$ cat src/verilog/dcache_settings.svh
// ~~~~~~~~~~~~~~~~~~~~
// Cache geometry
// ~~~~~~~~~~~~~~~~~~~~

`ifndef DCACHE_SETTINGS_SVH
`define DCACHE_SETTINGS_SVH

`define DCACHE_NUM_WAYS     4
`define DCACHE_NUM_SETS     8
`define DCACHE_LINE_BYTES   16
`define DCACHE_ADDR_WIDTH   32

// Address split, offset at the bottom and tag at the top
`define DCACHE_OFFSET_WIDTH ($clog2(`DCACHE_LINE_BYTES))
`define DCACHE_SET_WIDTH    ($clog2(`DCACHE_NUM_SETS))
`define DCACHE_WAY_WIDTH    ($clog2(`DCACHE_NUM_WAYS))
`define DCACHE_TAG_WIDTH    (`DCACHE_ADDR_WIDTH - `DCACHE_SET_WIDTH - `DCACHE_OFFSET_WIDTH)

`endif
$ cat src/verilog/dcache_pkg.sv
// ~~~~~~~~~~~~~~~~~~~~
// Data cache types
// ~~~~~~~~~~~~~~~~~~~~

`default_nettype none

`include "dcache_settings.svh"

package dcache_pkg;

	typedef logic [`DCACHE_LINE_BYTES*8-1:0] line_t;
	typedef logic [`DCACHE_LINE_BYTES-1:0]   mask_t;
	typedef logic [`DCACHE_TAG_WIDTH-1:0]    tag_t;
	typedef logic [`DCACHE_SET_WIDTH-1:0]    set_t;
	typedef logic [`DCACHE_WAY_WIDTH-1:0]    way_t;

	// L2 line address, tag in the upper bits
	typedef struct packed {
		tag_t tag;
		set_t set;
	} line_addr_t;

	// Tree bits: root, left node, right node
	typedef logic [`DCACHE_NUM_WAYS-2:0] plru_t;

endpackage

`default_nettype wire

$ cat src/verilog/plru_tree.sv
// ~~~~~~~~~~~~~~~~~~~~
// Tree pseudo-LRU
// ~~~~~~~~~~~~~~~~~~~~

`default_nettype none

`include "dcache_settings.svh"

module plru_tree (
	input  wire logic             clk,
	input  wire logic             arst_n_i,
	input  wire dcache_pkg::set_t rd_set_i,
	input  wire logic             upd_i,
	input  wire dcache_pkg::set_t upd_set_i,
	input  wire dcache_pkg::way_t used_way_i,
	output dcache_pkg::way_t      victim_o
);

	dcache_pkg::plru_t tree_q [`DCACHE_NUM_SETS];
	dcache_pkg::plru_t cur;

	// Root picks the pair, bit 1 or 2 picks the way inside it
	always_comb
	begin
		cur      = tree_q[rd_set_i];
		victim_o = cur[0] ? {1'b1, cur[2]} : {1'b0, cur[1]};
	end

	always_ff @(posedge clk or negedge arst_n_i)
	begin
		if (!arst_n_i)
		begin
			for (int s = 0; s < `DCACHE_NUM_SETS; s++)
				tree_q[s] <= '0;
		end
		else if (upd_i)
		begin
			// Point root and child away from the way just used
			tree_q[upd_set_i][0] <= ~used_way_i[1];
			if (used_way_i[1])
				tree_q[upd_set_i][2] <= ~used_way_i[0];
			else
				tree_q[upd_set_i][1] <= ~used_way_i[0];
		end
	end

endmodule

`default_nettype wire

$ cat config.mk
export PLATFORM = sky130hd
export DESIGN_NAME = plru_tree
export DESIGN_NICKNAME = d
export VERILOG_FILES = /design/src/verilog/dcache_pkg.sv /design/src/verilog/plru_tree.sv
export VERILOG_INCLUDE_DIRS = /design/src /design/src/verilog
export SDC_FILE = /design/constraint.sdc
export NUM_CORES = 1
export LEC_CHECK = 0
export ABC_CLOCK_PERIOD_IN_PS = 2650
export BUFFER_PORTS_ARGS = -buffer_cell sky130_fd_sc_hd__buf_2
export CAP_MARGIN = 20
export CORE_AREA = 10 10 55 75
export CTS_CLUSTER_SIZE = 40
export DETAILED_ROUTE_END_ITERATION = 8
export DIE_AREA = 0 0 65 85
export PLACE_DENSITY = 0.63
export SLEW_MARGIN = 20
export SYNTH_ARGS = -nofsm -noshare
export SYNTH_HDL_FRONTEND = slang
export SYNTH_SLANG_ARGS = --single-unit
$ cat constraint.sdc
create_clock -name clk -period 2.65 [get_ports clk]
set_clock_uncertainty 0.2 [all_clocks]
set_input_delay 0.3975 -clock clk [delete_from_list [all_inputs] [get_ports clk]]
set_output_delay 0.3975 -clock clk [all_outputs]
set_load 0.02 [all_outputs]
==> summary.md <==
| Metric | Value |
|---|---|
| Root Buffer | `clkbuf_8` |
| Crit path DAT | `1840 ps` |
| Largest registers | `tree_q: 24 flops` |
| Switching Fraction | `27.8%` |
| FF+latch area | `601 sq um` |
| Path depth of the worst reg2reg path | `2` |
| Min cycle time layout | `2440 ps` |
| Vias per cell | `5.51` |
| Die Span Y | `85 um` |
| H-tree Lvls | `1` |
| Top Family by Delay on Critical Path | `multiplexers` |
| Worst Tran Pin Value | `540 ps` |
| TNS Setup | `0 ps` |
| Synth Instances | `110` |
| Cts hold-fix bufs | `1` |
| Fillers | `282` |
| WL final | `2.58 mm` |
| Post-CTS resize count | `0` |
| Routability congestion estimate | `0.848` |
| Worst setup margin | `215 ps` |
| Clock slew at reported path FFs | `80 ps` |
| Switching power | `245 uW` |
| Hold Crit Depth | `3` |
| Cell Chain, Critical Path | `mux4_2 -> mux2_4 -> mux2i_1 -> mux2i_1 -> buf_2` |
| Via count | `860` |
| VDD IR-drop max | `0.339 mV` |
| F_max | `0.411 GHz` |
| Mapped Area | `1200 sq um` |
| Critical Path Max Stage Delay | `460 ps` |
| Max Cap Viol | `0` |
| Largest net degree at the start of global routing | `31` |
| Starting DRC count in detailed routing | `43` |
| PortBufs | `12` |
| Reg-to-Reg Start | `tree_q[7]` |
| GRT Total Usage | `9.78%` |
| Multi-input logic area | `554 sq um` |
| Share of the yosys chip area belonging to registers | `50.1%` |
| CTS tree | `yes` |
| Combinational share of power | `21.7%` |
| PwrDens | `665 nW/um^2` |
| Final Cycle Share | `91.9%` |
| Worst EP required | `2050 ps` |
| Most common cell after layout, fill and taps aside | `dfrtp_1` |
| Layout area overhead | `10.6%` |
| Initial antenna violation count | `0` |
| Clock power frac | `23.7%` |
| # DRC | `0` |
| Commonest cells after routing, fill and taps aside | `dfrtp_1 (24), o21ai_0 (16), buf_2 (12)` |
| RSZ-0062 raised after global routing | `false` |
| Synthesis Warnings | `0` |
| Share of cells above drive strength 1 | `16.0%` |
| CP Class | `register to output pin` |
| Pleak | `0.000622 uW` |
| Worst path slowest cell | `mux4_2` |
| # IOs | `13` |
| Total Die Area | `5530 sq um` |
| Setup Fix Bufs, Post-CTS | `0` |
| First-pass GRT wire length | `4.40 mm` |
| Total CTS buffers | `3` |
| Maximum fanout along the worst path | `3` |
| Worst hold start | `upd_set_i[2]` |
| CP startpoint kind | `register` |
| Skew-Pair Late Insertion Delay | `260 ps` |
| Cell variety after synth | `16` |
| Status | `complete, no violations` |
| Slew margin rel. | `64.0%` |
| Int Pwr | `638 uW` |
| Type of the worst min-delay path | `primary input to register` |
| Max reg flops | `24` |
| Post-synth net total | `121` |
| Num Clock Sinks | `24` |
| Vias in the first global route | `910` |
| Setup violations, final | `0` |
| RR Endpoint | `tree_q[7]` |
| Synthesized area per cell | `10.9 sq um` |
| Grt total ovfl | `0` |
| CTS Buffer Depth | `2` |
| Final net count | `132` |
| End of the worst hold path | `tree_q[5]` |
| R2R setup slack | `1750 ps` |
| # diodes | `0` |
| Final Slew Violations | `0` |
| Initial Util | `43.0%` |
| Fin. Hold Viols | `0` |
| Bufs and invs on worst path | `1` |
| #FFs+latches synth | `24` |
| Crit end category | `output pin` |
| Sequential power share | `54.6%` |
| Most frequent CP cell | `mux2i_1` |
| Hpwl dp | `1.97 mm` |
| Worst slack at placement | `239 ps` |
| Placeable Area | `2790 sq um` |
| Post-DRT Antenna Nets | `0` |
| Reg with most FFs | `tree_q` |
| 1st-pass router iterations | `5` |
| Cell Rows | `23` |
| Die Wd | `65 um` |
| Routed length per instance | `16.5 um` |
-- per-layer routing --
layer,up-vias,wire length [um],GRT usage (%)
li1,424,-,-
met1,422,1140,11.8
met2,12,1340,16.5
met3,2,73,2.11
met4,0,18,3.52
met5,-,0,0
-- worst max-delay path by stage --
stage / cells past startpoint / from / endpoint
2_1_floorplan: 5 / rd_set_i[0] / victim_o[0]
3_3_place_gp: 6 / rd_set_i[0] / victim_o[0]
3_5_place_dp: 6 / rd_set_i[0] / victim_o[0]
4_1_cts: 5 / tree_q[6] / victim_o[0]
5_1_grt: 5 / tree_q[9] / victim_o[0]
6_report: 5 / tree_q[21] / victim_o[0]
-- final cells by class --
type | count | share of cell area (%)
repair buffers | 14 | 5.84
multi-input cells | 76 | 41.8
flip-flops and latches | 24 | 45.2
inverters | 2 | 0.566
clock buffers | 3 | 3.11
well taps | 37 | 3.49
-- synth_stat cells (all sizes together) --
cell	instances	area share, %
o31ai	8	5.0
dfrtp	24	50
inv	2	0.63
buf	1	0.94
mux4	6	13
a21o	7	4.4
nor2	8	2.5
mux2i	4	3.3
nand4	5	2.6
nor2b	3	1.6
mux2	1	1.3
nand2	11	3.4
clkbuf	7	2.2
o21ai	16	6.7
nand3	7	2.9
-- power groups by stage --
stage	clock network [uW]	registers (uW)	logic (uW)
final	209	482	192
after global routing	232	488	219
after CTS	214	482	196
after detailed placement	0	490	194
after global placement	0	485	186
after floorplan	0	468	147
-- cell families after synthesis --
group / synth area share, %
AOI/OAI and AO/OA: 16.1
buffers and inverters: 3.75
DFF: 50.1
muxes: 17.1
and+or+nand+nor: 13.0
-- stage by stage --
stage                     util (%)  cell area, sq um  hold slack (ps)  std cells  total power, uW
after floorplan                  -              1200            -98.1        110              615
after global placement        45.7              1280              203        152              672
after detailed placement      45.7              1280              210        152              684
after CTS                     47.6              1330              280        156              892
after global routing          47.6              1330              301        156              938
final                         47.6              1330              278        156              883
-- tightest hold or removal path, cell delays in order --
cell and delay [ps]:
buf_2 130, nand4_1 100, o21ai_0 80
Power figures use the tool's default switching activity.
