<file path="src/verilog/dcache_settings.svh">
// ~~~~~~~~~~~~~~~~~~~~
// Cache geometry
// ~~~~~~~~~~~~~~~~~~~~

`ifndef DCACHE_SETTINGS_SVH
`define DCACHE_SETTINGS_SVH

`define DCACHE_NUM_WAYS     4
`define DCACHE_NUM_SETS     8
`define DCACHE_LINE_BYTES   16
`define DCACHE_ADDR_WIDTH   32

// Address split, offset at the bottom and tag at the top
`define DCACHE_OFFSET_WIDTH ($clog2(`DCACHE_LINE_BYTES))
`define DCACHE_SET_WIDTH    ($clog2(`DCACHE_NUM_SETS))
`define DCACHE_WAY_WIDTH    ($clog2(`DCACHE_NUM_WAYS))
`define DCACHE_TAG_WIDTH    (`DCACHE_ADDR_WIDTH - `DCACHE_SET_WIDTH - `DCACHE_OFFSET_WIDTH)

`endif
</file>
<file path="src/verilog/dcache_pkg.sv">
// ~~~~~~~~~~~~~~~~~~~~
// Data cache types
// ~~~~~~~~~~~~~~~~~~~~

`default_nettype none

`include "dcache_settings.svh"

package dcache_pkg;

	typedef logic [`DCACHE_LINE_BYTES*8-1:0] line_t;
	typedef logic [`DCACHE_LINE_BYTES-1:0]   mask_t;
	typedef logic [`DCACHE_TAG_WIDTH-1:0]    tag_t;
	typedef logic [`DCACHE_SET_WIDTH-1:0]    set_t;
	typedef logic [`DCACHE_WAY_WIDTH-1:0]    way_t;

	// L2 line address, tag in the upper bits
	typedef struct packed {
		tag_t tag;
		set_t set;
	} line_addr_t;

	// Tree bits: root, left node, right node
	typedef logic [`DCACHE_NUM_WAYS-2:0] plru_t;

endpackage

`default_nettype wire

</file>
<file path="src/verilog/dcache_tag_array.sv">
// ~~~~~~~~~~~~~~~~~~~~
// Tag array
// ~~~~~~~~~~~~~~~~~~~~

`default_nettype none

`include "dcache_settings.svh"

module dcache_tag_array (
	input  wire logic             clk,
	input  wire logic             arst_n_i,
	input  wire logic             access_i,
	input  wire dcache_pkg::set_t set_i,
	input  wire dcache_pkg::tag_t tag_i,
	output logic                  hit_o,
	output dcache_pkg::way_t      hit_way_o,
	input  wire logic             inval_i,
	input  wire logic             fill_i,
	input  wire dcache_pkg::way_t upd_way_i,
	input  wire dcache_pkg::set_t upd_set_i,
	input  wire dcache_pkg::tag_t upd_tag_i
);

	dcache_pkg::tag_t             tags_q [`DCACHE_NUM_SETS][`DCACHE_NUM_WAYS];
	logic [`DCACHE_NUM_WAYS-1:0]  valid_q [`DCACHE_NUM_SETS];

	// Stage registers for the compare in the following cycle
	dcache_pkg::tag_t             rd_tag_q [`DCACHE_NUM_WAYS];
	logic [`DCACHE_NUM_WAYS-1:0]  rd_valid_q;
	dcache_pkg::tag_t             tag_q;
	logic                         acc_q;

	always_ff @(posedge clk)
	begin
		if (fill_i)
			tags_q[upd_set_i][upd_way_i] <= upd_tag_i;
		for (int w = 0; w < `DCACHE_NUM_WAYS; w++)
			rd_tag_q[w] <= tags_q[set_i][w];
		tag_q <= tag_i;
	end

	always_ff @(posedge clk or negedge arst_n_i)
	begin
		if (!arst_n_i)
		begin
			for (int s = 0; s < `DCACHE_NUM_SETS; s++)
				valid_q[s] <= '0;
			rd_valid_q <= '0;
			acc_q      <= 1'b0;
		end
		else
		begin
			// Invalidate at miss start, set valid when the line arrives
			if (inval_i)
				valid_q[upd_set_i][upd_way_i] <= 1'b0;
			else if (fill_i)
				valid_q[upd_set_i][upd_way_i] <= 1'b1;
			rd_valid_q <= valid_q[set_i];
			acc_q      <= access_i;
		end
	end

	always_comb
	begin
		hit_o     = 1'b0;
		hit_way_o = '0;
		for (int w = 0; w < `DCACHE_NUM_WAYS; w++)
		begin
			if (rd_valid_q[w] && rd_tag_q[w] == tag_q)
			begin
				hit_o     = acc_q;
				hit_way_o = dcache_pkg::way_t'(w);
			end
		end
	end

endmodule

`default_nettype wire

</file>
<file path="config.mk">
export PLATFORM = sky130hd
export DESIGN_NAME = dcache_tag_array
export DESIGN_NICKNAME = d
export VERILOG_FILES = /design/src/verilog/dcache_pkg.sv /design/src/verilog/dcache_tag_array.sv
export VERILOG_INCLUDE_DIRS = /design/src /design/src/verilog
export SDC_FILE = /design/constraint.sdc
export NUM_CORES = 1
export LEC_CHECK = 0
export BUFFER_PORTS_ARGS = -buffer_cell sky130_fd_sc_hd__buf_2
export CORE_MARGIN = 4
export CORE_UTILIZATION = 35
export DETAILED_ROUTE_END_ITERATION = 6
export PLACE_DENSITY = 0.54
export SLEW_MARGIN = 20
export SYNTH_ARGS = -nofsm -noshare
export SYNTH_HDL_FRONTEND = slang
export SYNTH_SLANG_ARGS = --single-unit
export TNS_END_PERCENT = 100
</file>
<file path="constraint.sdc">
create_clock -name clk -period 2.1 [get_ports clk]
set_input_delay 0.42 -clock clk [delete_from_list [all_inputs] [get_ports clk]]
set_output_delay 0.42 -clock clk [all_outputs]
set_load 0.005 [all_outputs]
</file>
==> results.yml <==
status:
  status: "complete, but fails checks"
  violations: "setup timing"
pwr:
  internal_power_uw: 32700
  ir_drop_mv: 0.614
  seqPwrFrac_pct: 52.0
  leakagePower_uw: 0.0144
  p_sw_uw: 8770
  p_comb_share_pct: 6.4
  p_clk_share_pct: 41.6
  swShare_pct: 21.1
  cellPowerDensity_nw_per_um2: 956
clock_tree:
  cts_tree: "yes"
  clkLatencyLatePin_ns: 0.64
  clk_pin_slew_ns: 0.06
  cts_made_buffers: 101
  clockRootBuffer: "clkbuf_16"
  cts_buffer_depth: 3
  cts.sink_count: 962
  htreeDepth: 3
place:
  hpwl_mm: 59.4
  dpl_worst_slack_ns: -0.175
  postPlaceCellArea_sq_um: 39600
  place.gp.congestion: 0.898
  place.port_buffers: 65
global_routing:
  grt_overflow: 0
  grt_max_degree: 55
  grt_pass1_wl_mm: 132
  track_usage_pct: 17.4
  grt_pass1_vias: 17600
  antenna_found_initial: 22
synthesis:
  yosysUniqueCellTypes: 31
  syn_area_per_cell_sq_um: 22.7
  synth_edf_count: 800
  synth_async_sr_flop_share_pct: 3.85
  synth_cells: 1578
  syn-num-nets: 1641
  synth.cell_area_sq_um: 35800
  ys_warn_count: 0
  synth-seq-cells: 962
  synth-main-ff-cell: "edfxtp_1"
  yosysSeqAreaShare_pct: 76.7
drt:
  vias: 16800
  first_iter_violations: 1679
  drtAntennaViolNets: 0
  drc: 0
  via_per_inst: 5.08
  drt_first_pass_iters: 5
  wl_per_cell_um: 28.0
  wirelength_mm: 92.8
sta:
  final-hold-violation-count: 0
  fin_crit_sh_pct: 132
  min_period_ns: 2.78
  tightest_slew_ns: 0.725
  slew_viol_final: 0
  finalWorstSetupSlack_ns: -0.679
  max_freq_ghz: 0.360
  clock-skew-final_ns: 0.0206
  rsz0062_at_grt: "yes"
  slew_headroom_pct: 51.7
  final-setup-viol-count: 3
finish:
  area_delta_synth_final_pct: 21.3
  nNetsFinal: 1918
  drive_gt1_share_pct: 39.3
  fin_area_sq_um: 43400
  multiInputGateArea_sq_um: 8330
  final.fill_count: 8791
  regArea_sq_um: 27500
worst_setup_path:
  path_class: "reg2out"
  crit_slowest_cell: "dfxtp_4"
  max_stage_delay_ns: 0.36
  path_cells: "buf_6 -> xor2_2 -> nor4_2 -> buf_4 -> nand4_1 -> a41oi_2 -> buf_4 -> buf_6"
  arrival_ns: 2.36
  required_ns: 1.68
  start_kind: "flop"
  path_max_fanout: 3
  cp-end-kind: "output pin"
floorplanning:
  die_w_um: 328
  coreArea_sq_um: 102000
  pin_count: 66
  initial_core_util_pct: 35.2
  die_area_sq_um: 107000
  die_h_um: 328
  num_rows: 117
hold_path:
  hp-class: "in2reg"
run:
  cap_violations: 0
## through the flow
| stage | TNS [ns] | power (uW) | std cells | hold slack [ns] | utilization [%] |
|---|---|---|---|---|---|
| global route | -2.26 | 42900 | 3306 | 0.118 | 42.7 |
| CTS | -2.04 | 41900 | 3306 | 0.0644 | 42.7 |
| global placement | -0.316 | 24400 | 3093 | 0.485 | 39.0 |
| detailed placement | -0.457 | 24500 | 3093 | 0.495 | 39.0 |
| finish | -1.94 | 41500 | 3310 | 0.114 | 42.7 |
| floorplan | -213.74 | 23300 | 1578 | 0.124 | - |
## cell usage after synthesis, types with 2 or more instances
master	count	area, sq um
mux2_2	20	225
a31oi_1	2	12.5
dfxtp_1	125	2500
inv_1	5	18.8
nand3_1	3	15.0
buf_12	11	220
nand4_1	16	100
xnor2_1	52	455
nand2_1	7	26.3
buf_6	3	33.8
mux2_4	84	1260
a41oi_1	2	17.5
nor2_1	42	158
a21oi_1	5	25.0
o22a_1	24	210
buf_2	28	140
edfxtp_1	800	24000
nor4_1	16	100
mux4_2	208	4680
nand3b_1	7	52.6
xor2_1	48	420
clkbuf_1	24	90.1
dfrtp_1	37	926
or3b_1	2	17.5
## worst max-delay path: cells and delay by family (launching register included)
family / cells / cell delay (ns)
AO/OA/AOI/OAI: 1 / 0.20
flip-flops: 1 / 0.36
AND/OR/NAND/NOR: 2 / 0.43
XOR/XNOR: 1 / 0.18
buffers and inverters: 4 / 0.54
## registers in the layout (all words and copies together) (netlist names), named ones only
name,cells
rd_tag_q,100
tag_q,25
rd_valid_q,4
acc_q,1
tags_q,800
## metal layers
| metal | track usage, % | part of all wire (%) | vias up |
|---|---|---|---|
| li1 | - | - | 7046 |
| met1 | 24.3 | 44 | 9099 |
| met2 | 27.4 | 47 | 503 |
| met3 | 3.90 | 6.5 | 146 |
| met4 | 5.08 | 2.5 | 8 |
| met5 | 0 | 0.060 | - |
## layout make-up
class | instances | area share, %
well taps | 1368 | 3.94
clock buffers | 132 | 6.35
flip-flops and latches | 962 | 63.3
inverters | 5 | 0.0432
diodes | 5 | 0.0288
multi-input cells | 543 | 19.2
repair buffers | 242 | 6.05
clock inverters | 53 | 1.10
## power groups by stage
stage / combinational (uW) / sequential, uW / clock [uW]
2_1_floorplan: 1490 / 21800 / 0
3_3_place_gp: 2510 / 21900 / 0
4_1_cts: 2660 / 21600 / 17700
5_1_grt: 2790 / 21600 / 18500
6_report: 2640 / 21600 / 17300
3_5_place_dp: 2550 / 21900 / 0
## cell usage in the layout, fill, tap and decap left out, types with 4 or more instances in the layout
cell / count
a21oi_1: 5
buf_12: 69
buf_2: 60
buf_4: 80
buf_6: 4
bufinv_16: 8
clkbuf_1: 21
clkbuf_16: 102
clkbuf_8: 9
clkinv_1: 14
clkinv_2: 25
dfrtp_1: 37
dfxtp_1: 103
dfxtp_2: 19
diode_2: 5
dlygate4sd3_1: 27
edfxtp_1: 800
inv_1: 5
mux2_2: 20
mux2_4: 84
mux4_2: 208
nand2_1: 6
nand3b_1: 7
nand4_1: 16
nor2_1: 10
nor2_4: 32
nor4_1: 5
nor4_2: 10
o22a_1: 24
xnor2_1: 37
xnor2_2: 11
xnor2_4: 4
xor2_1: 47
## cells by family (layout without fill, tap and decap cells)
family | count (synthesis) | count (layout) | share of synthesized area (%)
simple gates | 97 | 97 | 1.39
buf+inv | 73 | 432 | 1.46
mux | 312 | 312 | 17.2
other cells | 0 | 5 | 0
flops | 962 | 962 | 76.7
xor+xnor | 100 | 100 | 2.45
compound gates | 34 | 34 | 0.769
## timing repair
action	in CTS	in global routing
gates resized for setup	53	13
hold endpoints to repair	63	0
pin swaps	17	10
buffers inserted	1	0
hold buffers	27	0
endpoints found under the setup margin	3	3
## final timing paths
| path | from | to | slack [ns] | depth (start not counted) |
|---|---|---|---|---|
| worst max-delay path | tag_q[5] | hit_o | -0.68 | 8 |
| worst min-delay path | upd_set_i[1] | flop | 0.11 | 2 |
| worst max register to register | tags_q[7][79] | rd_tag_q[0][4] | 0.77 | 2 |
| worst min register to register | flop | flop | 0.51 | 1 |
| max in group asynchronous | arst_n_i | asynchronous set/reset pin | 1.28 | 3 |
| min in group asynchronous | arst_n_i | acc_q | 0.37 | 3 |
No activity file was read; power rests on OpenSTA's default activity.
