**src/verilog/dcache_settings.svh**
```systemverilog
// ~~~~~~~~~~~~~~~~~~~~
// Cache geometry
// ~~~~~~~~~~~~~~~~~~~~

`ifndef DCACHE_SETTINGS_SVH
`define DCACHE_SETTINGS_SVH

`define DCACHE_NUM_WAYS     4
`define DCACHE_NUM_SETS     8
`define DCACHE_LINE_BYTES   16
`define DCACHE_ADDR_WIDTH   32

// Address split, offset at the bottom and tag at the top
`define DCACHE_OFFSET_WIDTH ($clog2(`DCACHE_LINE_BYTES))
`define DCACHE_SET_WIDTH    ($clog2(`DCACHE_NUM_SETS))
`define DCACHE_WAY_WIDTH    ($clog2(`DCACHE_NUM_WAYS))
`define DCACHE_TAG_WIDTH    (`DCACHE_ADDR_WIDTH - `DCACHE_SET_WIDTH - `DCACHE_OFFSET_WIDTH)

`endif
```
**src/verilog/dcache_pkg.sv**
```systemverilog
// ~~~~~~~~~~~~~~~~~~~~
// Data cache types
// ~~~~~~~~~~~~~~~~~~~~

`default_nettype none

`include "dcache_settings.svh"

package dcache_pkg;

	typedef logic [`DCACHE_LINE_BYTES*8-1:0] line_t;
	typedef logic [`DCACHE_LINE_BYTES-1:0]   mask_t;
	typedef logic [`DCACHE_TAG_WIDTH-1:0]    tag_t;
	typedef logic [`DCACHE_SET_WIDTH-1:0]    set_t;
	typedef logic [`DCACHE_WAY_WIDTH-1:0]    way_t;

	// L2 line address, tag in the upper bits
	typedef struct packed {
		tag_t tag;
		set_t set;
	} line_addr_t;

	// Tree bits: root, left node, right node
	typedef logic [`DCACHE_NUM_WAYS-2:0] plru_t;

endpackage

`default_nettype wire

```
**src/verilog/l2_bus_if.sv**
```systemverilog
// ~~~~~~~~~~~~~~~~~~~~
// L2 Wishbone bus
// ~~~~~~~~~~~~~~~~~~~~

`default_nettype none

interface l2_bus_if;

	logic                   cyc;
	logic                   stb;
	logic                   we;
	dcache_pkg::line_addr_t adr;
	dcache_pkg::line_t      dat_w;
	dcache_pkg::mask_t      sel;
	dcache_pkg::line_t      dat_r;
	logic                   ack;

	// Classic cycle, master holds everything until ack
	modport master (
		output cyc, stb, we, adr, dat_w, sel,
		input  dat_r, ack
	);

	modport slave (
		input  cyc, stb, we, adr, dat_w, sel,
		output dat_r, ack
	);

endinterface

`default_nettype wire

```
**src/verilog/line_fill_unit.sv**
```systemverilog
// ~~~~~~~~~~~~~~~~~~~~
// Line fill engine
// ~~~~~~~~~~~~~~~~~~~~

`default_nettype none

module line_fill_unit (
	input  wire logic                   clk,
	input  wire logic                   arst_n_i,
	input  wire logic                   miss_i,
	input  wire dcache_pkg::line_addr_t miss_addr_i,
	input  wire dcache_pkg::way_t       victim_i,
	output logic                        inval_o,
	output logic                        fill_o,
	output dcache_pkg::way_t            fill_way_o,
	output dcache_pkg::set_t            fill_set_o,
	output dcache_pkg::tag_t            fill_tag_o,
	output dcache_pkg::line_t           fill_data_o,
	output logic                        done_o,
	l2_bus_if.master                    bus
);

	logic                   busy_q;
	logic                   done_q;
	dcache_pkg::line_addr_t addr_q;
	dcache_pkg::way_t       way_q;

	// Misses arriving while busy are dropped
	assign inval_o = miss_i && !busy_q;
	assign fill_o  = busy_q && bus.ack;

	always_ff @(posedge clk or negedge arst_n_i)
	begin
		if (!arst_n_i)
		begin
			busy_q <= 1'b0;
			done_q <= 1'b0;
		end
		else
		begin
			done_q <= fill_o;
			if (inval_o)
				busy_q <= 1'b1;
			else if (fill_o)
				busy_q <= 1'b0;
		end
	end

	always_ff @(posedge clk)
	begin
		if (inval_o)
		begin
			addr_q <= miss_addr_i;
			way_q  <= victim_i;
		end
	end

	assign fill_way_o  = way_q;
	assign fill_set_o  = addr_q.set;
	assign fill_tag_o  = addr_q.tag;
	assign fill_data_o = bus.dat_r;
	assign done_o      = done_q;

	// Full line read
	assign bus.cyc   = busy_q;
	assign bus.stb   = busy_q;
	assign bus.we    = 1'b0;
	assign bus.adr   = addr_q;
	assign bus.dat_w = '0;
	assign bus.sel   = '1;

endmodule

`default_nettype wire

```
**src/flat_wrapper.sv**
```systemverilog
// flat-port wrapper written by rule: the top's interface ports become plain ports
module line_fill_unit_flat 
  (clk, arst_n_i, miss_i, miss_addr_i, victim_i, inval_o, fill_o, fill_way_o, fill_set_o, fill_tag_o, fill_data_o, done_o, bus_cyc, bus_stb, bus_we, bus_adr, bus_dat_w, bus_sel, bus_dat_r, bus_ack);
  l2_bus_if bus_i ();
  input  wire logic clk;
  input  wire logic arst_n_i;
  input  wire logic miss_i;
  input  wire dcache_pkg::line_addr_t miss_addr_i;
  input  wire dcache_pkg::way_t victim_i;
  output logic inval_o;
  output logic fill_o;
  output dcache_pkg::way_t fill_way_o;
  output dcache_pkg::set_t fill_set_o;
  output dcache_pkg::tag_t fill_tag_o;
  output dcache_pkg::line_t fill_data_o;
  output logic done_o;
  output wire logic [$bits(bus_i.cyc)-1:0] bus_cyc;
  output wire logic [$bits(bus_i.stb)-1:0] bus_stb;
  output wire logic [$bits(bus_i.we)-1:0] bus_we;
  output wire logic [$bits(bus_i.adr)-1:0] bus_adr;
  output wire logic [$bits(bus_i.dat_w)-1:0] bus_dat_w;
  output wire logic [$bits(bus_i.sel)-1:0] bus_sel;
  input wire logic [$bits(bus_i.dat_r)-1:0] bus_dat_r;
  input wire logic [$bits(bus_i.ack)-1:0] bus_ack;
  assign bus_cyc = bus_i.cyc;
  assign bus_stb = bus_i.stb;
  assign bus_we = bus_i.we;
  assign bus_adr = bus_i.adr;
  assign bus_dat_w = bus_i.dat_w;
  assign bus_sel = bus_i.sel;
  assign bus_i.dat_r = bus_dat_r;
  assign bus_i.ack = bus_ack;
  line_fill_unit u_core (.clk(clk), .arst_n_i(arst_n_i), .miss_i(miss_i), .miss_addr_i(miss_addr_i), .victim_i(victim_i), .inval_o(inval_o), .fill_o(fill_o), .fill_way_o(fill_way_o), .fill_set_o(fill_set_o), .fill_tag_o(fill_tag_o), .fill_data_o(fill_data_o), .done_o(done_o), .bus(bus_i));
endmodule
```
**config.mk**
```make
export PLATFORM = sky130hd
export DESIGN_NAME = line_fill_unit_flat
export DESIGN_NICKNAME = d
export VERILOG_FILES = /design/src/verilog/dcache_pkg.sv /design/src/verilog/l2_bus_if.sv /design/src/verilog/line_fill_unit.sv /design/src/flat_wrapper.sv
export VERILOG_INCLUDE_DIRS = /design/src /design/src/verilog
export SDC_FILE = /design/constraint.sdc
export NUM_CORES = 1
export LEC_CHECK = 0
export BUFFER_PORTS_ARGS = -buffer_cell sky130_fd_sc_hd__buf_2
export CAP_MARGIN = 30
export CORE_AREA = 2 2 191 193
export CTS_CLUSTER_DIAMETER = 30
export DETAILED_ROUTE_END_ITERATION = 10
export DIE_AREA = 0 0 193 195
export PLACE_DENSITY = 0.4
export SLEW_MARGIN = 20
export SYNTH_ARGS = -nofsm -noshare
export SYNTH_HDL_FRONTEND = slang
export SYNTH_SLANG_ARGS = --single-unit
```
**constraint.sdc**
```tcl
create_clock -name clk -period 3.3 [get_ports clk]
set_input_delay 0.66 -clock clk [delete_from_list [all_inputs] [get_ports clk]]
set_output_delay 0.66 -clock clk [all_outputs]
set_load 0.005 [all_outputs]
```
==> flow_summary.yaml <==
cells_and_area:
  areaGrowthSynthToFinish_pct: -15.7
  diodes: 0
  seq_area_um2: 951
  final_common_cell: "conb_1"
  drive_gt1_share_pct: 37.8
  post-route-util_pct: 7.74
  fin_nets: 447
  multi_input_comb_area_um2: 572
  final_cell_mix: "conb_1 (145), buf_2 (96), edfxtp_1 (30)"
  fill_cells: 4156
worst_setup_path:
  crit_path_start_kind: "input pin"
  crit_required_ns: 2.64
  crit_top_cell: "buf_2"
  critical_path_class: "input pin to output pin"
  path_cells: "buf_2, and2b_2, buf_2"
  cp_max_fo: 2
  cp_num_buf_inv: 2
  worstPathArrival_ns: 1.07
  max_stage_delay_ns: 0.19
  cpMaxStageDelayCell: "and2b_2"
  crit_family: "buffers and inverters"
  cp-end-kind: "output pin"
synth:
  synthesis.area_mm2: 0.00325
  avgSynthCellArea_um2: 9.57
  netlist_instances: 340
  ys_seq_area_share_pct: 29.2
  ys_ff_latch: 32
  ys_types: 8
  yosysWarnings: 0
power:
  powerDensity_mw_per_mm2: 403
  fin_total_pwr_uw: 1100
  leakage_uw: 0.00124
  vdd_drop_max_mv: 0.350
routing:
  drt-initial-drc-count: 16
  wl_per_cell_um: 9.99
  drt_first_pass_iters: 4
  wl_mm: 7.46
  vias: 1371
  route.detailed.drc: 0
  vias_per_cell: 1.84
  ant_nets: 0
floorplanning:
  io_pins: 498
  start_util_pct: 9.19
  dieWidth_um: 193
  die_h_um: 195
  row_count: 69
  core-area_mm2: 0.0354
  fp.dieArea_mm2: 0.0376
grt:
  grt_pass1_wl_mm: 8.80
  grt_max_degree: 31
  use_met3_pct: 3.52
  top_usage_layer: "met4"
  grt_util_met1_pct: 1.59
  grt_use_met2_pct: 4.75
  grt_pass1_vias: 1186
  grt_util_all_layers_pct: 3.52
  antenna_found_initial: 0
  overflow: 0
timing:
  hold_viol: 0
  fin_crit_sh_pct: 52.5
  setup_violations: 0
  max_freq_mhz: 577
  finClkSkew_ns: 0.00636
  min_period_ns: 1.73
  drv_slew: 0
  finalSetupTns_ns: 0
  rsz0062_at_grt: "false"
  whs_ns: 0.149
clock_network:
  clk_latency_ns: 0.28
  cts_buffers: 5
  htreeDepth: 2
  postCtsSetupRepairBufs: 0
  clock-sinks: 32
  cts_tree: "built"
  cts_resized: 0
  clk_pin_slew_worst_paths_ns: 0.06
  cts_buffer_depth: 2
  cts_hold_buffers: 0
  clockRootBuffer: "clkbuf_16"
hold_path:
  min_path_type: "input pin to async pin"
placed_design:
  gp_congestion: 0.698
  dp_hpwl_mm: 6.55
  portBuffers: 96
job:
  max_cap_viol_count: 0
outcome:
  status: "finished, final reports clean"
cell usage after synthesis, drive strengths merged:
cell | count | area [um^2]
dfrtp | 2 | 50.1
and2b | 1 | 8.76
nor2 | 2 | 10.0
edfxtp | 30 | 901
buf | 302 | 2270
conb | 2 | 7.51
and2 | 1 | 8.76
worst paths after layout:
| check | from | to | slack (ns) | cells past startpoint |
|---|---|---|---|---|
| max in group asynchronous | arst_n_i | u_core.done_o | 3.05 | 1 |
| hold reg to reg | u_core.bus.cyc | u_core.bus.cyc | 0.59 | 2 |
| setup / recovery | miss_i | inval_o | 1.57 | 3 |
| setup reg to reg | u_core.bus.cyc | u_core.fill_tag_o[12] | 1.95 | 2 |
| min in group clk | miss_addr_i[19] | u_core.fill_tag_o[16] | 0.55 | 1 |
| hold / removal | arst_n_i | u_core.bus.cyc | 0.15 | 1 |
report_power, final:
part           switching, uW  internal [uW]  leakage, uW  total (uW)
clock                    172            300    0.0000691         472
sequential              16.4            480     0.000304         496
combinational           86.5           50.0     0.000868         137
state kept, by name, summed over array words and instances (netlist names):
register	count
u_core.fill_tag_o	25
u_core.fill_set_o	3
u_core.fill_way_o	2
u_core.bus.cyc	1
u_core.done_o	1
through the flow:
| stage | setup slack [ns] | std cells | area (um^2) |
|---|---|---|---|
| floorplan | 1.51 | 483 | 3790 |
| global placement | 1.57 | 739 | 2590 |
| detailed placement | 1.57 | 739 | 2590 |
| CTS | 1.57 | 747 | 2740 |
| global route | 1.54 | 747 | 2740 |
| finish | 1.57 | 747 | 2740 |
cell type report:
type / instances / share of cell area (%)
clock inverters: 2 / 0.548
clock buffers: 6 / 5.07
repair buffers: 97 / 17.8
flip-flops and latches: 32 / 34.7
well taps: 461 / 21.0
multi-input cells: 149 / 20.9
cell families (layout without fill, tap and decap cells):
family,count (synthesis),after routing,synth area share (%)
buffers and inverters,302,105,69.7
DFF,32,32,29.2
other,2,145,0.231
and+or+nand+nor,4,4,0.846
per-layer routing:
metal	routed length, um	up-vias
met3	2120	92
met4	1300	0
met1	1120	509
met5	0	-
li1	-	490
met2	2930	280
Note: power is estimated with default switching activity, not from simulation.
