File: config.mk
export PLATFORM = sky130hd
export DESIGN_NAME = store_buffer_flat
export DESIGN_NICKNAME = d
export VERILOG_FILES = /design/src/verilog/dcache_pkg.sv /design/src/verilog/l2_bus_if.sv /design/src/verilog/store_buffer.sv /design/src/flat_wrapper.sv
export VERILOG_INCLUDE_DIRS = /design/src /design/src/verilog
export SDC_FILE = /design/constraint.sdc
export NUM_CORES = 1
export LEC_CHECK = 0
export ABC_AREA = 1
export BUFFER_PORTS_ARGS = -buffer_cell sky130_fd_sc_hd__buf_2
export CAP_MARGIN = 30
export CORE_AREA = 4 4 253 255
export DETAILED_ROUTE_END_ITERATION = 8
export DIE_AREA = 0 0 257 259
export PLACE_DENSITY = 0.34
export REMOVE_ABC_BUFFERS = 1
export SYNTH_ARGS = -nofsm -noshare
export SYNTH_HDL_FRONTEND = slang
export SYNTH_SLANG_ARGS = --single-unit
export TNS_END_PERCENT = 30
File: constraint.sdc
create_clock -name clk -period 1.45 [get_ports clk]
set_input_delay 0.29 -clock clk [delete_from_list [all_inputs] [get_ports clk]]
set_output_delay 0.29 -clock clk [all_outputs]
set_load 0.005 [all_outputs]
File: src/verilog/dcache_settings.svh
// ~~~~~~~~~~~~~~~~~~~~
// Cache geometry
// ~~~~~~~~~~~~~~~~~~~~

`ifndef DCACHE_SETTINGS_SVH
`define DCACHE_SETTINGS_SVH

`define DCACHE_NUM_WAYS     4
`define DCACHE_NUM_SETS     8
`define DCACHE_LINE_BYTES   16
`define DCACHE_ADDR_WIDTH   32

// Address split, offset at the bottom and tag at the top
`define DCACHE_OFFSET_WIDTH ($clog2(`DCACHE_LINE_BYTES))
`define DCACHE_SET_WIDTH    ($clog2(`DCACHE_NUM_SETS))
`define DCACHE_WAY_WIDTH    ($clog2(`DCACHE_NUM_WAYS))
`define DCACHE_TAG_WIDTH    (`DCACHE_ADDR_WIDTH - `DCACHE_SET_WIDTH - `DCACHE_OFFSET_WIDTH)

`endif
File: src/verilog/dcache_pkg.sv
// ~~~~~~~~~~~~~~~~~~~~
// Data cache types
// ~~~~~~~~~~~~~~~~~~~~

`default_nettype none

`include "dcache_settings.svh"

package dcache_pkg;

	typedef logic [`DCACHE_LINE_BYTES*8-1:0] line_t;
	typedef logic [`DCACHE_LINE_BYTES-1:0]   mask_t;
	typedef logic [`DCACHE_TAG_WIDTH-1:0]    tag_t;
	typedef logic [`DCACHE_SET_WIDTH-1:0]    set_t;
	typedef logic [`DCACHE_WAY_WIDTH-1:0]    way_t;

	// L2 line address, tag in the upper bits
	typedef struct packed {
		tag_t tag;
		set_t set;
	} line_addr_t;

	// Tree bits: root, left node, right node
	typedef logic [`DCACHE_NUM_WAYS-2:0] plru_t;

endpackage

`default_nettype wire

File: src/verilog/l2_bus_if.sv
// ~~~~~~~~~~~~~~~~~~~~
// L2 Wishbone bus
// ~~~~~~~~~~~~~~~~~~~~

`default_nettype none

interface l2_bus_if;

	logic                   cyc;
	logic                   stb;
	logic                   we;
	dcache_pkg::line_addr_t adr;
	dcache_pkg::line_t      dat_w;
	dcache_pkg::mask_t      sel;
	dcache_pkg::line_t      dat_r;
	logic                   ack;

	// Classic cycle, master holds everything until ack
	modport master (
		output cyc, stb, we, adr, dat_w, sel,
		input  dat_r, ack
	);

	modport slave (
		input  cyc, stb, we, adr, dat_w, sel,
		output dat_r, ack
	);

endinterface

`default_nettype wire

File: src/verilog/store_buffer.sv
// ~~~~~~~~~~~~~~~~~~~~
// Store buffer
// ~~~~~~~~~~~~~~~~~~~~

`default_nettype none

module store_buffer (
	input  wire logic                   clk,
	input  wire logic                   arst_n_i,
	input  wire logic                   wr_i,
	input  wire dcache_pkg::line_addr_t addr_i,
	input  wire dcache_pkg::line_t      data_i,
	input  wire dcache_pkg::mask_t      mask_i,
	output logic                        full_o,
	input  wire dcache_pkg::line_addr_t fwd_addr_i,
	output dcache_pkg::line_t           fwd_data_o,
	output dcache_pkg::mask_t           fwd_mask_o,
	output logic                        done_o,
	l2_bus_if.master                    bus
);

	logic                   full_q;
	logic                   done_q;
	dcache_pkg::line_addr_t addr_q;
	dcache_pkg::line_t      data_q;
	dcache_pkg::mask_t      mask_q;

	always_ff @(posedge clk or negedge arst_n_i)
	begin
		if (!arst_n_i)
		begin
			full_q <= 1'b0;
			done_q <= 1'b0;
		end
		else
		begin
			done_q <= full_q && bus.ack;
			if (wr_i)
				full_q <= 1'b1;
			else if (full_q && bus.ack)
				full_q <= 1'b0;
		end
	end

	always_ff @(posedge clk)
	begin
		if (wr_i)
		begin
			addr_q <= addr_i;
			data_q <= data_i;
			mask_q <= mask_i;
		end
	end

	// Write goes out as soon as the entry is filled
	assign bus.cyc   = full_q;
	assign bus.stb   = full_q;
	assign bus.we    = 1'b1;
	assign bus.adr   = addr_q;
	assign bus.dat_w = data_q;
	assign bus.sel   = mask_q;

	assign full_o     = full_q;
	assign done_o     = done_q;
	assign fwd_data_o = data_q;
	assign fwd_mask_o = (full_q && fwd_addr_i == addr_q) ? mask_q : '0;

	// Core must hold a write while the single entry is busy
	a_no_wr_when_full: assert property (@(posedge clk) disable iff (!arst_n_i)
		wr_i |-> !full_o);

endmodule

`default_nettype wire

File: src/flat_wrapper.sv
// flat-port wrapper written by rule: the top's interface ports become plain ports
module store_buffer_flat 
  (clk, arst_n_i, wr_i, addr_i, data_i, mask_i, full_o, fwd_addr_i, fwd_data_o, fwd_mask_o, done_o, bus_cyc, bus_stb, bus_we, bus_adr, bus_dat_w, bus_sel, bus_dat_r, bus_ack);
  l2_bus_if bus_i ();
  input  wire logic clk;
  input  wire logic arst_n_i;
  input  wire logic wr_i;
  input  wire dcache_pkg::line_addr_t addr_i;
  input  wire dcache_pkg::line_t data_i;
  input  wire dcache_pkg::mask_t mask_i;
  output logic full_o;
  input  wire dcache_pkg::line_addr_t fwd_addr_i;
  output dcache_pkg::line_t fwd_data_o;
  output dcache_pkg::mask_t fwd_mask_o;
  output logic done_o;
  output wire logic [$bits(bus_i.cyc)-1:0] bus_cyc;
  output wire logic [$bits(bus_i.stb)-1:0] bus_stb;
  output wire logic [$bits(bus_i.we)-1:0] bus_we;
  output wire logic [$bits(bus_i.adr)-1:0] bus_adr;
  output wire logic [$bits(bus_i.dat_w)-1:0] bus_dat_w;
  output wire logic [$bits(bus_i.sel)-1:0] bus_sel;
  input wire logic [$bits(bus_i.dat_r)-1:0] bus_dat_r;
  input wire logic [$bits(bus_i.ack)-1:0] bus_ack;
  assign bus_cyc = bus_i.cyc;
  assign bus_stb = bus_i.stb;
  assign bus_we = bus_i.we;
  assign bus_adr = bus_i.adr;
  assign bus_dat_w = bus_i.dat_w;
  assign bus_sel = bus_i.sel;
  assign bus_i.dat_r = bus_dat_r;
  assign bus_i.ack = bus_ack;
  store_buffer u_core (.clk(clk), .arst_n_i(arst_n_i), .wr_i(wr_i), .addr_i(addr_i), .data_i(data_i), .mask_i(mask_i), .full_o(full_o), .fwd_addr_i(fwd_addr_i), .fwd_data_o(fwd_data_o), .fwd_mask_o(fwd_mask_o), .done_o(done_o), .bus(bus_i));
endmodule
==> impl_metrics.tcl <==
set metrics [dict create \
    status "finished with violations" \
    violations "setup timing" \
    critPathMostFrequentCell "nor2_1" \
    numCtsBuffers 17 \
    timing.hold.ws_ns 0.141 \
    clockBufferDepth 2 \
    vias_per_cell 2.89 \
    cp_top_family "simple AND/OR/NAND/NOR gates" \
    grt_pass1_wl_um 46700 \
    insertion_delay_ns 0.46 \
    drt_wl_total_um 34300 \
    startpoint_type "flop" \
    vias 5655 \
    die_h_um 259 \
    synth-xor-area-share_pct 0.883 \
    route.detailed.drc 0 \
    fin_crit_sh_pct 158 \
    ys_ff_latch 174 \
    min_period_ns 2.29 \
    io_pins 653 \
    syn_to_final_growth_pct 80.3 \
    p_per_area_nw_per_um2 1040 \
    fp.dieW_um 257 \
    clkTransAtPathRegs_ns 0.08 \
    synth_compound_area_share_pct 0.396 \
    syn_area_um2 6950 \
    criticalPathCategory "reg2out" \
    postRouteAntennaNets 0 \
    ys_seq_area_share_pct 75.1 \
    slew_viol_final 0 \
    crit_fanout 16 \
    setup_viol 21 \
    grt_max_degree 38 \
    overflow 0 \
    path_cells "xnor2_1, buf_4, nand2_4, nor2_1, nand2_1, nor2_2, nand2_2, buf_12, nor2_1, buf_2" \
    drive_above_1_share_pct 54.7 \
    cp_slowest_cell "edfxtp_1" \
    r2r-end "u_core.bus.cyc" \
    core_area_um2 61600 \
    syn_inst 481 \
    wl_per_cell_um 17.5 \
    synthMuxAreaShare_pct 0 \
    fin_skew_ns 0.0000506 \
    clkSinkCount 174 \
    cp.arrival_ns 2.00 \
    synthSimpleGateAreaFrac_pct 5.76 \
    maxCapViolCount 0 \
    endpoint_kind "output port" \
    p_leak_nw 5.69 \
    r2r-start "u_core.bus.cyc" \
    synth_top_family_by_area "buffers and inverters" \
    rows 91 \
    synth_warnings 0 \
    cts-root-buf "clkbuf_16" \
    rsz0062_at_grt "yes" \
    fin_tns_setup_ns -13.24 \
    drtIter0Drc 197 \
    numPortBuffers 523 \
    max_freq_ghz 0.437 \
    nets 1437 \
    filler_cell_count 6740 \
    reg2regPathDepth 3 \
    first_pass_iters 4 \
    h-tree-depth 4 \
    avgSynthCellArea_um2 14.4 \
    path_depth 10 \
    cts_tree "yes" \
    gp_congestion 0.778 \
    synth_cell_types 16 \
    grt_pass1_vias 6333 \
    r2r_slack_ns 0.65 \
    grt_use_total_pct 10.2 \
    slowest_delay_ns 0.42 \
    crit_required_ns 1.16 \
    setup_ws_ns -0.836 \
    hold_path.class "in2async" \
    dieArea_um2 66600 \
    hold_viol 0 \
    antenna_found_initial 9 \
    cp.buffers_inverters 3 \
    initial_core_util_pct 11.3 \
    vdd_ir_drop_max_mv 0.858 \
    synthAdderAreaFrac_pct 0 \
    dp_hpwl_um 29500 \
]
cells in the final DEF (no fill, tap or decap), drive strengths merged, types with 2 or more instances in the layout:
cell type / Yosys / layout
clkinv: 0 / 6
diode: 0 / 2
xnor2: 6 / 6
nand2: 65 / 65
dfrtp: 2 / 2
nor2: 30 / 30
clkbuf: 0 / 18
inv: 65 / 73
edfxtp: 172 / 172
buf: 132 / 562
dlygate4sd3: 0 / 174
o21ai: 4 / 4
power breakdown:
| part | switching, mW | internal [mW] | total, mW | leakage, nW |
|---|---|---|---|---|
| combinational | 0.970 | 1.15 | 2.12 | 3.69 |
| clock | 2.39 | 2.32 | 4.71 | 0.287 |
| sequential | 0.261 | 5.98 | 6.24 | 1.71 |
| total | 3.62 | 9.45 | 13.1 | 5.69 |
how the worst max path moves through the flow:
stage	from	endpoint	slack [ns]
finish	u_core.bus.adr[15]	fwd_mask_o[15]	-0.84
global route	u_core.bus.adr[11]	fwd_mask_o[11]	-1.03
detailed placement	u_core.bus.adr[15]	fwd_mask_o[15]	-0.55
global placement	u_core.bus.adr[15]	fwd_mask_o[3]	-0.53
CTS	u_core.bus.adr[15]	fwd_mask_o[0]	-0.95
floorplan	u_core.bus.adr[15]	fwd_mask_o[0]	-0.07
worst reg2reg max path, delay by kind of cell, from the launching register on:
family	cells	cell delay, ns
DFF	1	0.39
buffers and inverters	2	0.25
AOI/OAI and AO/OA	1	0.05
state kept, by name, indices dropped and copies added, names as in the netlist:
signal,cells
u_core.done_o,1
u_core.bus.sel,16
u_core.bus.dat_w,128
u_core.bus.cyc,1
u_core.bus.adr,28
stage by stage:
stage                     cell area, um2  cells  utilization [%]  power, mW  setup slack (ns)
after floorplan                     5950    349                -       6.53           -0.0704
after global placement             10000   1748             16.3       8.12            -0.525
after detailed placement           10000   1748             16.3       8.10            -0.546
after CTS                          12500   1955             20.3       13.4            -0.946
after global routing               12500   1955             20.3       13.8             -1.03
final                              12500   1957             20.3       13.1            -0.836
final cells by class:
class | instances | area, um2 | area share, %
clock inverter | 15 | 168 | 1.34
sequential | 174 | 5220 | 41.6
timing repair buffer | 737 | 4900 | 39.1
inverter | 65 | 244 | 1.95
multi-input combinational | 110 | 515 | 4.12
antenna | 2 | 5.00 | 0.0400
clock buffer | 17 | 425 | 3.40
tap | 837 | 1050 | 8.36
logic make-up (layout without fill, tap and decap cells):
family / Yosys count / count (layout)
DFF: 174 / 174
other: 1 / 3
buffers and inverters: 197 / 834
xor gates and xnor gates: 7 / 7
AOI/OAI and AO/OA: 5 / 5
and+or+nand+nor: 97 / 97
synthesized netlist by cell type:
cell type / count / area [um2]
nand2_2: 1 / 6.26
xnor2_1: 6 / 52.6
inv_1: 65 / 244
o21ai_0: 4 / 20.0
nor2_2: 12 / 75.1
buf_4: 131 / 983
nand4_1: 1 / 6.26
nand2_1: 64 / 240
nand3_1: 1 / 5.00
edfxtp_1: 172 / 5160
dfrtp_1: 2 / 50.1
conb_1: 1 / 3.75
nor2_1: 18 / 67.6
xor2_1: 1 / 8.76
buf_6: 1 / 11.3
o21bai_1: 1 / 7.51
routing by layer:
| metal | GRT usage (%) | wire length (um) | up-vias | part of all wire (%) |
|---|---|---|---|---|
| met3 | 6.82 | 4940 | 24 | 14 |
| met1 | 10.6 | 12400 | 2587 | 36 |
| met5 | 0 | 27 | - | 0.079 |
| met4 | 3.00 | 587 | 4 | 1.7 |
| li1 | - | - | 2699 | - |
| met2 | 16.7 | 16300 | 341 | 48 |
repair_timing:
| item | in CTS | in global routing |
|---|---|---|
| pin swaps | 4 | 4 |
| resized for setup | 36 | 8 |
| hold buffers | 174 | 0 |
| buffers inserted | 1 | 0 |
| endpoints found under the setup margin | 63 | 58 |
| endpoints found under the hold margin | 176 | 0 |
Power figures use the tool's default switching activity.
