$ cat src/verilog/dcache_settings.svh
// ~~~~~~~~~~~~~~~~~~~~
// Cache geometry
// ~~~~~~~~~~~~~~~~~~~~

`ifndef DCACHE_SETTINGS_SVH
`define DCACHE_SETTINGS_SVH

`define DCACHE_NUM_WAYS     4
`define DCACHE_NUM_SETS     8
`define DCACHE_LINE_BYTES   16
`define DCACHE_ADDR_WIDTH   32

// Address split, offset at the bottom and tag at the top
`define DCACHE_OFFSET_WIDTH ($clog2(`DCACHE_LINE_BYTES))
`define DCACHE_SET_WIDTH    ($clog2(`DCACHE_NUM_SETS))
`define DCACHE_WAY_WIDTH    ($clog2(`DCACHE_NUM_WAYS))
`define DCACHE_TAG_WIDTH    (`DCACHE_ADDR_WIDTH - `DCACHE_SET_WIDTH - `DCACHE_OFFSET_WIDTH)

`endif
$ cat src/verilog/dcache_pkg.sv
// ~~~~~~~~~~~~~~~~~~~~
// Data cache types
// ~~~~~~~~~~~~~~~~~~~~

`default_nettype none

`include "dcache_settings.svh"

package dcache_pkg;

	typedef logic [`DCACHE_LINE_BYTES*8-1:0] line_t;
	typedef logic [`DCACHE_LINE_BYTES-1:0]   mask_t;
	typedef logic [`DCACHE_TAG_WIDTH-1:0]    tag_t;
	typedef logic [`DCACHE_SET_WIDTH-1:0]    set_t;
	typedef logic [`DCACHE_WAY_WIDTH-1:0]    way_t;

	// L2 line address, tag in the upper bits
	typedef struct packed {
		tag_t tag;
		set_t set;
	} line_addr_t;

	// Tree bits: root, left node, right node
	typedef logic [`DCACHE_NUM_WAYS-2:0] plru_t;

endpackage

`default_nettype wire

$ cat src/verilog/l2_bus_if.sv
// ~~~~~~~~~~~~~~~~~~~~
// L2 Wishbone bus
// ~~~~~~~~~~~~~~~~~~~~

`default_nettype none

interface l2_bus_if;

	logic                   cyc;
	logic                   stb;
	logic                   we;
	dcache_pkg::line_addr_t adr;
	dcache_pkg::line_t      dat_w;
	dcache_pkg::mask_t      sel;
	dcache_pkg::line_t      dat_r;
	logic                   ack;

	// Classic cycle, master holds everything until ack
	modport master (
		output cyc, stb, we, adr, dat_w, sel,
		input  dat_r, ack
	);

	modport slave (
		input  cyc, stb, we, adr, dat_w, sel,
		output dat_r, ack
	);

endinterface

`default_nettype wire

$ cat src/verilog/l2_bus_arbiter.sv
// ~~~~~~~~~~~~~~~~~~~~
// L2 bus arbiter
// ~~~~~~~~~~~~~~~~~~~~

`default_nettype none

module l2_bus_arbiter (
	input  wire logic clk,
	input  wire logic arst_n_i,
	l2_bus_if.slave   m_store,
	l2_bus_if.slave   m_fill,
	l2_bus_if.master  l2
);

	logic gnt_valid_q;
	logic gnt_store_q;
	logic to_store;
	logic to_fill;

	always_ff @(posedge clk or negedge arst_n_i)
	begin
		if (!arst_n_i)
		begin
			gnt_valid_q <= 1'b0;
			gnt_store_q <= 1'b0;
		end
		else if (!gnt_valid_q)
		begin
			// Store buffer first when both ask in the same cycle
			if (m_store.cyc)
			begin
				gnt_valid_q <= 1'b1;
				gnt_store_q <= 1'b1;
			end
			else if (m_fill.cyc)
			begin
				gnt_valid_q <= 1'b1;
				gnt_store_q <= 1'b0;
			end
		end
		else if (l2.ack)
			gnt_valid_q <= 1'b0;
	end

	assign to_store = gnt_valid_q && gnt_store_q;
	assign to_fill  = gnt_valid_q && !gnt_store_q;

	assign l2.cyc   = to_store ? m_store.cyc   : (to_fill && m_fill.cyc);
	assign l2.stb   = to_store ? m_store.stb   : (to_fill && m_fill.stb);
	assign l2.we    = to_store ? m_store.we    : m_fill.we;
	assign l2.adr   = to_store ? m_store.adr   : m_fill.adr;
	assign l2.dat_w = to_store ? m_store.dat_w : m_fill.dat_w;
	assign l2.sel   = to_store ? m_store.sel   : m_fill.sel;

	// Waiting master sees no ack and keeps its request up
	assign m_store.ack   = to_store && l2.ack;
	assign m_store.dat_r = to_store ? l2.dat_r : '0;
	assign m_fill.ack    = to_fill && l2.ack;
	assign m_fill.dat_r  = to_fill ? l2.dat_r : '0;

	a_hold_until_ack: assert property (@(posedge clk) disable iff (!arst_n_i)
		l2.cyc && !l2.ack |=> $stable(l2.adr) && $stable(l2.we));

endmodule

`default_nettype wire

$ cat src/flat_wrapper.sv
// flat-port wrapper written by rule: the top's interface ports become plain ports
module l2_bus_arbiter_flat 
  (clk, arst_n_i, m_store_cyc, m_store_stb, m_store_we, m_store_adr, m_store_dat_w, m_store_sel, m_store_dat_r, m_store_ack, m_fill_cyc, m_fill_stb, m_fill_we, m_fill_adr, m_fill_dat_w, m_fill_sel, m_fill_dat_r, m_fill_ack, l2_cyc, l2_stb, l2_we, l2_adr, l2_dat_w, l2_sel, l2_dat_r, l2_ack);
  l2_bus_if m_store_i ();
  l2_bus_if m_fill_i ();
  l2_bus_if l2_i ();
  input  wire logic clk;
  input  wire logic arst_n_i;
  input wire logic [$bits(m_store_i.cyc)-1:0] m_store_cyc;
  input wire logic [$bits(m_store_i.stb)-1:0] m_store_stb;
  input wire logic [$bits(m_store_i.we)-1:0] m_store_we;
  input wire logic [$bits(m_store_i.adr)-1:0] m_store_adr;
  input wire logic [$bits(m_store_i.dat_w)-1:0] m_store_dat_w;
  input wire logic [$bits(m_store_i.sel)-1:0] m_store_sel;
  output wire logic [$bits(m_store_i.dat_r)-1:0] m_store_dat_r;
  output wire logic [$bits(m_store_i.ack)-1:0] m_store_ack;
  input wire logic [$bits(m_fill_i.cyc)-1:0] m_fill_cyc;
  input wire logic [$bits(m_fill_i.stb)-1:0] m_fill_stb;
  input wire logic [$bits(m_fill_i.we)-1:0] m_fill_we;
  input wire logic [$bits(m_fill_i.adr)-1:0] m_fill_adr;
  input wire logic [$bits(m_fill_i.dat_w)-1:0] m_fill_dat_w;
  input wire logic [$bits(m_fill_i.sel)-1:0] m_fill_sel;
  output wire logic [$bits(m_fill_i.dat_r)-1:0] m_fill_dat_r;
  output wire logic [$bits(m_fill_i.ack)-1:0] m_fill_ack;
  output wire logic [$bits(l2_i.cyc)-1:0] l2_cyc;
  output wire logic [$bits(l2_i.stb)-1:0] l2_stb;
  output wire logic [$bits(l2_i.we)-1:0] l2_we;
  output wire logic [$bits(l2_i.adr)-1:0] l2_adr;
  output wire logic [$bits(l2_i.dat_w)-1:0] l2_dat_w;
  output wire logic [$bits(l2_i.sel)-1:0] l2_sel;
  input wire logic [$bits(l2_i.dat_r)-1:0] l2_dat_r;
  input wire logic [$bits(l2_i.ack)-1:0] l2_ack;
  assign m_store_i.cyc = m_store_cyc;
  assign m_store_i.stb = m_store_stb;
  assign m_store_i.we = m_store_we;
  assign m_store_i.adr = m_store_adr;
  assign m_store_i.dat_w = m_store_dat_w;
  assign m_store_i.sel = m_store_sel;
  assign m_store_dat_r = m_store_i.dat_r;
  assign m_store_ack = m_store_i.ack;
  assign m_fill_i.cyc = m_fill_cyc;
  assign m_fill_i.stb = m_fill_stb;
  assign m_fill_i.we = m_fill_we;
  assign m_fill_i.adr = m_fill_adr;
  assign m_fill_i.dat_w = m_fill_dat_w;
  assign m_fill_i.sel = m_fill_sel;
  assign m_fill_dat_r = m_fill_i.dat_r;
  assign m_fill_ack = m_fill_i.ack;
  assign l2_cyc = l2_i.cyc;
  assign l2_stb = l2_i.stb;
  assign l2_we = l2_i.we;
  assign l2_adr = l2_i.adr;
  assign l2_dat_w = l2_i.dat_w;
  assign l2_sel = l2_i.sel;
  assign l2_i.dat_r = l2_dat_r;
  assign l2_i.ack = l2_ack;
  l2_bus_arbiter u_core (.clk(clk), .arst_n_i(arst_n_i), .m_store(m_store_i), .m_fill(m_fill_i), .l2(l2_i));
endmodule
$ cat config.mk
export PLATFORM = sky130hd
export DESIGN_NAME = l2_bus_arbiter_flat
export DESIGN_NICKNAME = d
export VERILOG_FILES = /design/src/verilog/dcache_pkg.sv /design/src/verilog/l2_bus_if.sv /design/src/verilog/l2_bus_arbiter.sv /design/src/flat_wrapper.sv
export VERILOG_INCLUDE_DIRS = /design/src /design/src/verilog
export SDC_FILE = /design/constraint.sdc
export NUM_CORES = 1
export LEC_CHECK = 0
export BUFFER_PORTS_ARGS = -buffer_cell sky130_fd_sc_hd__buf_2
export CAP_MARGIN = 20
export CORE_AREA = 2 2 355 357
export CTS_BUF_LIST = sky130_fd_sc_hd__clkbuf_4 sky130_fd_sc_hd__clkbuf_8
export CTS_CLUSTER_DIAMETER = 120
export DETAILED_ROUTE_END_ITERATION = 7
export DIE_AREA = 0 0 357 359
export GPL_TIMING_DRIVEN = 1
export RECOVER_POWER = 25
export SYNTH_ARGS = -nofsm -noshare
export SYNTH_HDL_FRONTEND = slang
export SYNTH_SLANG_ARGS = --single-unit
$ cat constraint.sdc
create_clock -name clk -period 1.6 [get_ports clk]
set_input_delay 0.08 -clock clk [delete_from_list [all_inputs] [get_ports clk]]
set_output_delay 0.08 -clock clk [all_outputs]
set_load 0.05 [all_outputs]
==> results.toml <==
[outcome]
status = "finished with violations"
violations = "negative setup slack"

[drt]
drt_first_pass_iters = 4
viasPerCell = 2.81
first_iter_violations = 467
finalWirelength_mm = 102
post-route-drc-count = 0
postRouteAntennaNets = 0
avgRoutedWirePerCell_um = 33.0
vias = 8716

[setup_path]
slowest_delay_ns = 0.55
rr_worst_depth = 5
crit_start = "u_core.gnt_valid_q"
worstPathRequired_ns = 1.52
critical_path_arrival_ns = 1.82
worst-r2r-setup-slack_ns = 0.14
crit_path_top_delay_cell = "dfrtp_4"
crit_path_frequent_cell = "buf_12"
crit_type = "flip-flop to output port"
end_kind = "output port"
timing.rr.end = "u_core.gnt_store_q"
critPathLaunchType = "flip-flop"
path_max_fanout = 8
r2r_start = "u_core.gnt_valid_q"
cp_cell_sequence = "nand2_8 > buf_12 > buf_12 > buf_16 > mux2_4 > buf_12"

[logic_synthesis]
mappedNetlistArea_um2 = 4730
synth_top_area_cell = "mux2_4"
ys_ff_latch = 2
yosys-top-cells-area = "mux2_4, and2_1, and3_1, buf_6, clkbuf_1"
synth.distinct_cells = 20
seq_area_frac_synth_pct = 1.06
yosys_warnings = 0
syn_area_per_cell_um2 = 9.34
post-synth-top-area-fraction_pct = 53.9
syn_inst = 507
syn_nets = 988

[global_routing]
antenna_found_initial = 98
grt_pass1_wl_mm = 119
grt_overflow = 0
gr-usage-all-layers_pct = 14.5
grt_max_degree = 58
grt_pass1_vias = 8815

[floorplan]
die-height_um = 359
initial_utilization_pct = 3.80
core_area_um2 = 125000
dieArea_um2 = 128000
die_x_um = 357
rows = 130
pin_count = 914

[placement]
place.gp.congestion = 0.921
placed_area_um2 = 14400
io_buffers = 913
hpwl_mm = 89.9

[clocking]
cts.reportedPaths.clkPinSlew_ns = 0.03
cts_tree = "done"
cts.sinks = 2
cts_buffers = 3
cts_max_level = 1
cts.path.max_buffers = 2
ctsRootBufferMaster = "clkbuf_8"
clk_latency_ns = 0.21

[power_and_ir_drop]
p_per_area_nw_per_um2 = 978
power.leakage_nw = 8.62
intPower_mw = 7.88
clkPwrFrac_pct = 1.1
swShare_pct = 55.8
peakVddDrop_v = 0.000460
p_comb_share_pct = 98.3
totalPowerFinal_mw = 17.8
power_switching_mw = 9.95
seqPwrFrac_pct = 0.5

[timing]
hold_slack_ns = 0.121
setup_viol = 433
rsz0062_at_grt = "true"
min_period_over_period_pct = 119
setup_slack_ns = -0.300
setup_tns_ns = -83.20
slew_headroom_pct = 83.1
worstMarginPinSlew_ns = 0.248
hold_viol = 0
clock_skew_ns = 0.00405
min_period_ns = 1.90
maxSlewViolCount = 0
max_freq_mhz = 526

[finish]
syn_to_final_growth_pct = 285
layout_commonest_cell = "buf_2"
drive_gt1_share_pct = 93.7
fin_area_um2 = 18200
layout_common_cells = "buf_2, buf_12, mux2_4, buf_6, and3_4"
final_nets = 1921
utilization_pct = 14.6
fillCellCount = 14100

[worst_hold_path]
hold_end = "u_core.gnt_valid_q"
min_from = "l2_ack"
whs_path_depth = 2
hold_class = "primary input to flip-flop"

[job]
cap_violations = 0
## cell families after synthesis
kind of cell,count (synthesis),share of synthesized area (%)
AO/OA/AOI/OAI,2,0.291
multiplexers,175,55.1
buffers and inverters,64,8.78
flip-flops,2,1.06
AND/OR/NAND/NOR,264,34.8
## area by class of cell
cell class	instances	area, um^2	area share [%]
diodes	16	40.0	0.220
clock buffers	3	41.3	0.227
inverters	1	6.26	0.0343
multi-input cells	441	4980	27.3
flip-flops and latches	2	57.6	0.316
well taps	1650	2060	11.3
repair buffers	991	11000	60.5
## power groups by stage
stage | clock [mW] | combinational (mW) | sequential, mW
after global routing | 0.213 | 18.1 | 0.0985
final | 0.199 | 17.5 | 0.0966
after global placement | 0 | 14.1 | 0.0982
after detailed placement | 0 | 14.2 | 0.0969
after CTS | 0.204 | 16.0 | 0.0968
after floorplan | 0 | 7.87 | 0.0611
## registers in the layout, summed over array words and instances (netlist names)
signal,cells
u_core.gnt_valid_q,1
u_core.gnt_store_q,1
## metrics by stage
| stage | setup slack (ns) | std cells |
|---|---|---|
| 2_1_floorplan | 0.0970 | 507 |
| 3_3_place_gp | -0.242 | 3033 |
| 3_5_place_dp | -0.267 | 3033 |
| 4_1_cts | -0.340 | 3060 |
| 5_1_grt | -0.342 | 3090 |
| 6_report | -0.300 | 3104 |
## synth_stat cells
library cell,n
and3_1,129
and2_1,129
nor3_1,1
mux2i_1,2
a22o_1,1
inv_1,1
buf_4,3
dfrtp_1,2
mux2_4,170
nor2b_2,1
nand2b_1,1
clkbuf_2,12
clkbuf_1,27
nor2_1,2
nand2_2,1
buf_2,2
mux2_2,3
a21oi_1,1
buf_8,1
buf_6,18
## worst max-delay path: cells and delay by family, from the launching register on
family	cells	cell delay, ns
buffers and inverters	4	0.57
AND/OR/NAND/NOR	1	0.13
flip-flops	1	0.55
multiplexers	1	0.33
## repair_timing
action,in CTS,in global routing
endpoints found under the setup margin,433,433
setup buffers,8,10
pin swaps,1,80
hold buffers,1,0
endpoints found under the hold margin,2,0
cloned,15,21
resized for setup,404,435
## metal layers
| metal | up-vias | GRT usage, % | share of wire [%] |
|---|---|---|---|
| li1 | 3682 | - | - |
| met1 | 4080 | 16.0 | 37 |
| met2 | 679 | 24.2 | 46 |
| met3 | 195 | 9.52 | 15 |
| met4 | 80 | 0.882 | 1.5 |
| met5 | - | 0 | 0.48 |
## worst max path at each step
| stage | endpoint | slack, ns |
|---|---|---|
| after global placement | l2_dat_w[115] | -0.24 |
| after floorplan | l2_cyc | 0.1 |
| final | l2_dat_w[118] | -0.30 |
| after CTS | m_fill_dat_r[119] | -0.34 |
| after detailed placement | l2_dat_w[115] | -0.27 |
| after global routing | l2_dat_w[117] | -0.34 |
Note: power is estimated with default switching activity, not from simulation.
